**src/hdl/c4_pkg.sv**
```systemverilog
`default_nettype none

package c4_pkg;

    // One board square, also used to name a player
    typedef enum logic [1:0]
    {
        EMPTY   = 2'b00,
        PLAYER1 = 2'b01,
        PLAYER2 = 2'b10
    } cell_t;

    typedef enum logic [1:0]
    {
        ST_IDLE         = 2'b00,
        ST_ADDING_PIECE = 2'b01,
        ST_CHECKING     = 2'b10,
        ST_WIN          = 2'b11
    } game_state_t;

    // Scan order of the windows through the last piece
    typedef enum logic [3:0]
    {
        DOWN,
        ROW_1, ROW_2, ROW_3, ROW_4,
        DIAG_UP_1, DIAG_UP_2, DIAG_UP_3, DIAG_UP_4,
        DIAG_DOWN_1, DIAG_DOWN_2, DIAG_DOWN_3, DIAG_DOWN_4
    } scan_win_t;

    localparam int WIN_LEN = 4;

endpackage

`default_nettype wire
```
**src/hdl/drop_if.sv**
```systemverilog
`timescale 1ns/1ns
`default_nettype none

interface drop_if
#(
    parameter int ROWS = 8,
    parameter int COLS = 8
);
    import c4_pkg::*;

    logic                      place;
    logic [$clog2(ROWS)-1:0]   row;
    logic [$clog2(COLS)-1:0]   col;
    cell_t                     player;

    modport ctrl (output place, output row, output col, output player);
    modport sink (input place, input row, input col, input player);

endinterface

`default_nettype wire

```
**src/hdl/connect_four.sv**
```systemverilog
`timescale 1ns/1ns
`default_nettype none

module connect_four
#(
    parameter int ROWS = 8,
    parameter int COLS = 8
)
(
    input  logic                    clk,
    input  logic                    rst_n,
    input  logic                    move_right,
    input  logic                    move_left,
    input  logic                    drop_piece,
    output c4_pkg::cell_t           board_out [0:ROWS-1][0:COLS-1],
    output logic [$clog2(COLS)-1:0] current_col,
    output c4_pkg::cell_t           current_player,
    output logic                    game_over,
    output c4_pkg::cell_t           winner
);

    logic move_right_press;
    logic move_left_press;
    logic drop_press;
    logic check_done;
    logic check_win;

    drop_if #(.ROWS(ROWS), .COLS(COLS)) drp ();

    button_sync i_sync_right (.clk(clk), .rst_n(rst_n), .btn(move_right), .press(move_right_press));
    button_sync i_sync_left  (.clk(clk), .rst_n(rst_n), .btn(move_left),  .press(move_left_press));
    button_sync i_sync_drop  (.clk(clk), .rst_n(rst_n), .btn(drop_piece), .press(drop_press));

    game_control #(.ROWS(ROWS), .COLS(COLS)) i_game_control
    (
        .clk              (clk),
        .rst_n            (rst_n),
        .move_right_press (move_right_press),
        .move_left_press  (move_left_press),
        .drop_press       (drop_press),
        .check_done       (check_done),
        .check_win        (check_win),
        .current_col      (current_col),
        .current_player   (current_player),
        .game_over        (game_over),
        .winner           (winner),
        .drp              (drp.ctrl)
    );

    board_store #(.ROWS(ROWS), .COLS(COLS)) i_board_store
    (
        .clk   (clk),
        .rst_n (rst_n),
        .drp   (drp.sink),
        .board (board_out)
    );

    win_checker #(.ROWS(ROWS), .COLS(COLS)) i_win_checker
    (
        .clk        (clk),
        .rst_n      (rst_n),
        .drp        (drp.sink),
        .board      (board_out),
        .check_done (check_done),
        .check_win  (check_win)
    );

endmodule

`default_nettype wire

```
**src/hdl/win_checker.sv**
```systemverilog
`timescale 1ns/1ns
`default_nettype none

module win_checker
#(
    parameter int ROWS = 8,
    parameter int COLS = 8
)
(
    input  logic          clk,
    input  logic          rst_n,
    drop_if.sink          drp,
    input  c4_pkg::cell_t board [0:ROWS-1][0:COLS-1],
    output logic          check_done,
    output logic          check_win
);

    import c4_pkg::*;

    localparam int ROW_W = $clog2(ROWS);
    localparam int COL_W = $clog2(COLS);

    logic [ROW_W-1:0] row_q;
    logic [COL_W-1:0] col_q;
    cell_t            player_q;
    scan_win_t        step;
    logic             busy;
    logic             win_flag;
    logic             match;

    // Position of the new piece, held for the whole scan
    always_ff @(posedge clk)
    begin
        if (drp.place)
        begin
            row_q    <= drp.row;
            col_q    <= drp.col;
            player_q <= drp.player;
        end
    end

    // Window for this step, k is the new piece's offset inside it
    always_comb
    begin
        int dr;
        int dc;
        int k;
        int r0;
        int c0;
        int r3;
        int c3;
        logic fits;

        if (step == DOWN)
        begin
            dr = 1;
            dc = 0;
            k  = WIN_LEN - 1;
        end
        else if (step <= ROW_4)
        begin
            dr = 0;
            dc = 1;
            k  = int'(ROW_4) - int'(step);
        end
        else if (step <= DIAG_UP_4)
        begin
            dr = 1;
            dc = 1;
            k  = int'(DIAG_UP_4) - int'(step);
        end
        else
        begin
            dr = -1;
            dc = 1;
            k  = int'(DIAG_DOWN_4) - int'(step);
        end

        r0 = int'(row_q) - k * dr;
        c0 = int'(col_q) - k * dc;
        r3 = r0 + (WIN_LEN - 1) * dr;
        c3 = c0 + (WIN_LEN - 1) * dc;
        fits = (r0 >= 0) && (r0 < ROWS) && (r3 >= 0) && (r3 < ROWS) &&
               (c0 >= 0) && (c3 < COLS);

        match = fits;
        if (fits)
        begin
            for (int i = 0; i < WIN_LEN; i++)
            begin
                if (board[r0 + i * dr][c0 + i * dc] != player_q)
                begin
                    match = 1'b0;
                end
            end
        end
    end

    always_ff @(posedge clk or negedge rst_n)
    begin
        if (!rst_n)
        begin
            busy       <= 1'b0;
            step       <= DOWN;
            win_flag   <= 1'b0;
            check_done <= 1'b0;
        end
        else
        begin
            check_done <= 1'b0;
            if (drp.place)
            begin
                busy     <= 1'b1;
                step     <= DOWN;
                win_flag <= 1'b0;
            end
            else if (busy)
            begin
                win_flag <= win_flag | match;
                if (step == DIAG_DOWN_4)
                begin
                    busy       <= 1'b0;
                    check_done <= 1'b1;
                end
                else
                begin
                    step <= scan_win_t'(step + 1'b1);
                end
            end
        end
    end

    // Flag already holds the last window when done fires
    assign check_win = win_flag;

    a_done_single: assert property (@(posedge clk) disable iff (!rst_n)
        check_done |=> !check_done);

endmodule

`default_nettype wire

```
**src/hdl/board_store.sv**
```systemverilog
`timescale 1ns/1ns
`default_nettype none

module board_store
#(
    parameter int ROWS = 8,
    parameter int COLS = 8
)
(
    input  logic          clk,
    input  logic          rst_n,
    drop_if.sink          drp,
    output c4_pkg::cell_t board [0:ROWS-1][0:COLS-1]
);

    import c4_pkg::*;

    // Row 0 is the bottom of the board
    always_ff @(posedge clk or negedge rst_n)
    begin
        if (!rst_n)
        begin
            for (int r = 0; r < ROWS; r++)
            begin
                for (int c = 0; c < COLS; c++)
                begin
                    board[r][c] <= EMPTY;
                end
            end
        end
        else if (drp.place)
        begin
            board[drp.row][drp.col] <= drp.player;
        end
    end

    // Controller heights must agree with what is stored
    a_place_on_empty: assert property (@(posedge clk) disable iff (!rst_n)
        drp.place |-> board[drp.row][drp.col] == EMPTY);

endmodule

`default_nettype wire

```
**src/hdl/game_control.sv**
```systemverilog
`timescale 1ns/1ns
`default_nettype none

module game_control
#(
    parameter int ROWS = 8,
    parameter int COLS = 8
)
(
    input  logic                    clk,
    input  logic                    rst_n,
    input  logic                    move_right_press,
    input  logic                    move_left_press,
    input  logic                    drop_press,
    input  logic                    check_done,
    input  logic                    check_win,
    output logic [$clog2(COLS)-1:0] current_col,
    output c4_pkg::cell_t           current_player,
    output logic                    game_over,
    output c4_pkg::cell_t           winner,
    drop_if.ctrl                    drp
);

    import c4_pkg::*;

    localparam int ROW_W = $clog2(ROWS);
    localparam int COL_W = $clog2(COLS);

    game_state_t      state;
    logic [ROW_W:0]   heights [0:COLS-1];
    logic [ROW_W:0]   cur_height;
    logic             col_free;
    logic [COL_W-1:0] next_col_right;
    logic [COL_W-1:0] next_col_left;
    cell_t            next_player;

    if (ROWS < WIN_LEN || COLS < WIN_LEN)
    begin : g_size_check
        $error("Board is smaller than the winning run");
    end

    assign cur_height = heights[current_col];
    assign col_free   = int'(cur_height) < ROWS;

    assign next_col_right = (current_col == COL_W'(COLS - 1)) ? '0 : current_col + 1'b1;
    assign next_col_left  = (current_col == '0) ? COL_W'(COLS - 1) : current_col - 1'b1;
    assign next_player    = (current_player == PLAYER1) ? PLAYER2 : PLAYER1;

    // Placement goes out in the single ADDING cycle
    assign drp.place  = (state == ST_ADDING_PIECE) && col_free;
    assign drp.row    = cur_height[ROW_W-1:0];
    assign drp.col    = current_col;
    assign drp.player = current_player;

    always_ff @(posedge clk or negedge rst_n)
    begin
        if (!rst_n)
        begin
            state          <= ST_IDLE;
            current_col    <= '0;
            current_player <= PLAYER1;
            game_over      <= 1'b0;
            winner         <= EMPTY;
            for (int c = 0; c < COLS; c++)
            begin
                heights[c] <= '0;
            end
        end
        else
        begin
            case (state)
                ST_IDLE:
                begin
                    // Both cursor buttons together cancel out
                    if (move_right_press && !move_left_press)
                    begin
                        current_col <= next_col_right;
                    end
                    else if (move_left_press && !move_right_press)
                    begin
                        current_col <= next_col_left;
                    end
                    if (drop_press)
                    begin
                        state <= ST_ADDING_PIECE;
                    end
                end
                ST_ADDING_PIECE:
                begin
                    state <= col_free ? ST_CHECKING : ST_IDLE;
                end
                ST_CHECKING:
                begin
                    if (check_done && check_win)
                    begin
                        game_over <= 1'b1;
                        winner    <= current_player;
                        state     <= ST_WIN;
                    end
                    else if (check_done)
                    begin
                        heights[current_col] <= cur_height + 1'b1;
                        current_player       <= next_player;
                        state                <= ST_IDLE;
                    end
                end
                default:
                begin
                    state <= ST_WIN;
                end
            endcase
        end
    end

    // Checker result only arrives while the controller waits for it
    a_done_in_checking: assert property (@(posedge clk) disable iff (!rst_n)
        check_done |-> state == ST_CHECKING);

    a_game_over_sticky: assert property (@(posedge clk) disable iff (!rst_n)
        game_over |=> game_over);

endmodule

`default_nettype wire

```
**src/hdl/button_sync.sv**
```systemverilog
`timescale 1ns/1ns
`default_nettype none

module button_sync
(
    input  logic clk,
    input  logic rst_n,
    input  logic btn,
    output logic press
);

    logic [2:0] sync;

    // Button is active low, idle level is high
    always_ff @(posedge clk or negedge rst_n)
    begin
        if (!rst_n)
        begin
            sync <= 3'b111;
        end
        else
        begin
            sync <= {sync[1:0], btn};
        end
    end

    // Falling edge between the two older stages
    assign press = sync[2] & ~sync[1];

endmodule

`default_nettype wire

```
**config.mk**
```make
export PLATFORM = sky130hd
export DESIGN_NAME = connect_four
export DESIGN_NICKNAME = d
export VERILOG_FILES = /design/src/hdl/c4_pkg.sv /design/src/hdl/drop_if.sv /design/src/hdl/connect_four.sv /design/src/hdl/win_checker.sv /design/src/hdl/board_store.sv /design/src/hdl/game_control.sv /design/src/hdl/button_sync.sv
export SDC_FILE = /design/constraint.sdc
export NUM_CORES = 1
export LEC_CHECK = 0
export BUFFER_PORTS_ARGS = -buffer_cell sky130_fd_sc_hd__buf_2
export CORE_UTILIZATION = 30
export CTS_CLUSTER_SIZE = 40
export DETAILED_ROUTE_END_ITERATION = 8
export GPL_TIMING_DRIVEN = 1
export SYNTH_ARGS = -nofsm -noshare
export SYNTH_HDL_FRONTEND = slang
export SYNTH_HIERARCHICAL = 1
export SYNTH_SLANG_ARGS = --single-unit
```
**constraint.sdc**
```tcl
create_clock -name clk -period 23.9 [get_ports clk]
set_input_delay 0 -clock clk [delete_from_list [all_inputs] [get_ports clk]]
set_output_delay 0 -clock clk [all_outputs]
set_load 0.005 [all_outputs]
```
==> metrics <==
clk_skew 0.03608 ns; top_reg_cell synth dfrtp_1; I/O pin total 141; Syn Std Cell Area 22,290 um^2; final WL 66,820 um; Nets 2,544; DR WL met2 30,890 um; Max-cap violations 0; Setup TNS Final 0 ns; setup violators final 0; Max Clk Rate 0.08475 GHz; die footprint 75,400 um^2; R2R cell count 46; initial detailed-routing violation count 1,564; status finished clean; slew margin rel. 33.01%; grt ovf 0; CTS tree done; vias in the first global route 17,472; crit start category register; Final GP Congestion 0.9194; wire length on met3 4467 um; Final period util 49.37%; min-delay src drop_piece; Reg2Reg Setup Slack 12.10 ns; CTS resizes 0; Remaining DRCs 0; Hold Crit Class in2reg; Die W 274.6 um; met1 WL 29,080 um; Synth area leader dfrtp_1; initial antenna violation count 0; uppermost layer routed met4; Tightest Pin Transition 1.005 ns; Root Buffer clkbuf_16; row cnt 99; first-pass GRT wire length 105,500 um; port bufs 140; Yosys reg bits 194; gr usage total 18.01%; Gate Count Post-Synth 2,129; Max FO, Critical Path 32; Post-Syn Nets 2,467; Reg-to-Reg Start i_win_checker/step[0]; Netlist cell types 109; worst path required time 24.27 ns; Fin. Hold Viols 0; Num CTS Buffers 17; pin count of the biggest net entering global routing 120; top cells by area, synth dfrtp_1, ha_1, fa_1; Layout Area Growth over Synthesis 9.839%; DRT Pass-1 Iters 6; antenna-violating nets left 0; post-DP HPWL 50,590 um; Worst-path clk slew 0.09 ns; area share of the largest cell type after synthesis 19.76%; register area share after synthesis 22.01%; CP arrival 12.17 ns; worst hold stages 2; clk sinks 194; initial core utilization 30.45%; Final Max Tran Viols 0; Core ar. 73,210 um^2; Worst Hold End i_sync_drop/sync[0]; RSZ-0062 raised after global routing false; Clock Tree Buf Depth 2; layout cells sized above 1 23.16%; syn_area_per_cell 10.47 um^2; clk_lat worst skew 0.48 ns; Antenna Diode Count 0; CP Capture Type register; Slowest cell on crit path fa_1; Period minus WS final 11.80 ns; Post-synth EDFFs 8; die height 274.6 um; Reg2Reg Capture Point i_win_checker/check_win; yosys warns 6; CTS H-Tree Depth 4; per-cell routed wire length 21.03 um; fraction of registers with async set/reset 95.88%; Crit Path Class reg2reg; via/cell ratio 5.499; cell mode on critical path inv_1; CP peak stage delay 0.58 ns; via count 17,477
==> synth_stat cells (all sizes together), types with 22 or more instances <==
cell / count
fa: 118
nand3: 31
nor2b: 23
o21ai: 60
nand2b: 22
dfrtp: 176
nor3: 25
mux2i: 41
clkbuf: 41
xnor2: 62
nand2: 117
a21oi: 127
buf: 66
inv: 262
mux2: 169
nor2: 108
mux4: 119
ha: 215
==> critical path, delay by kind of cell (launching register included) <==
family | cells | cell delay (ns)
xor gates and xnor gates | 2 | 0.31
buffers and inverters | 10 | 1.20
AOI/OAI and AO/OA | 10 | 2.47
adders and majority gates | 11 | 4.48
and+or+nand+nor | 13 | 2.70
DFF | 1 | 0.51
==> cell families (layout without fill, tap and decap cells) <==
logic type / Yosys count / in the layout / synth area share (%)
multiplexers: 329 / 329 / 22.88
AND/OR/NAND/NOR: 459 / 459 / 11.05
XOR/XNOR: 82 / 82 / 3.457
AO/OA/AOI/OAI: 360 / 360 / 10.73
flip-flops: 194 / 194 / 22.01
adder cells (fa/ha/maj): 335 / 335 / 22.75
buffers and inverters: 370 / 460 / 7.122
==> worst max-delay path by stage <==
stage	depth (start not counted)	startpoint	slack [ns]	endpoint
floorplan	46	i_win_checker/step[0]	12.55	i_win_checker/check_win
global placement	44	i_win_checker/step[0]	12.46	i_win_checker/check_win
detailed placement	46	i_win_checker/step[0]	12.19	i_win_checker/check_win
CTS	46	i_win_checker/step[0]	12.16	i_win_checker/check_win
global route	46	i_win_checker/step[0]	11.16	i_win_checker/check_win
finish	46	i_win_checker/step[0]	12.10	i_win_checker/check_win
==> per-stage QoR <==
stage / hold WS, ns / util [%] / cells / cell area, um^2 / setup slack (ns)
detailed placement: 0.1083 / 32.51 / 3142 / 23800 / 12.19
finish: 0.1817 / 33.45 / 3178 / 24490 / 12.10
CTS: 0.1568 / 33.45 / 3178 / 24490 / 12.16
global route: 0.1780 / 33.45 / 3178 / 24490 / 11.16
global placement: 0.1090 / 32.51 / 3142 / 23800 / 12.46
floorplan: -0.2956 / - / 2129 / 22290 / 12.55
==> placed cells by master, fill, tap and decap left out, types with 10 or more instances in the layout <==
master,n
inv_1,255
ha_1,212
dfrtp_1,175
mux2_2,150
buf_2,139
a21oi_1,127
fa_1,118
nand2_1,117
nor2_1,107
mux4_2,94
xnor2_1,59
o21ai_0,53
mux2i_1,40
nand3_1,31
mux4_1,25
nand2b_1,22
nor3_1,21
buf_4,21
nor2b_1,20
mux2_1,19
xor2_1,19
clkbuf_16,17
a21o_1,17
nor4_1,16
nand3b_1,14
a211oi_1,14
or2_2,14
o2111ai_1,14
and3_1,13
nand4_1,12
o21a_1,11
a31oi_1,11
a22oi_1,11
dfstp_2,10
==> repair_timing <==
item | 4_1_cts | 5_1_grt
hold buffers | 4 | 0
setup buffers | 0 | 0
hold endpoints to repair | 121 | 0
==> routing by layer <==
layer	global-route usage [%]	up-vias
met3	2.566	139
met1	24.83	8757
li1	-	7850
met4	6.564	0
met5	0	-
met2	28.63	731
==> flip-flops by register name, summed over array words and instances (netlist names) <==
name                           count
i_game_control/current_col         3
i_win_checker/check_win            1
i_win_checker/check_done           1
i_game_control/winner              2
i_win_checker/busy                 1
i_game_control/state               2
i_game_control/heights            32
i_game_control/current_player      2
i_game_control/game_over           1
i_board_store/board              128
i_win_checker/row_q                3
i_win_checker/step                 4
i_sync_left/sync                   3
i_sync_right/sync                  3
i_sync_drop/sync                   3
i_win_checker/player_q             2
i_win_checker/col_q                3
==> area by class of cell <==
class                   instances  area [um^2]
repair buffers                165        907.1
inverters                     263        989.7
clock buffers                  17        425.4
well taps                     959         1200
multi-input cells            1565        15830
flip-flops and latches        194         4908
clock inverters                15        222.7
fillers                      7368        48720
Power is not shown: default switching activity piles up to over one toggle a cycle in this logic, so the estimate is an artifact.
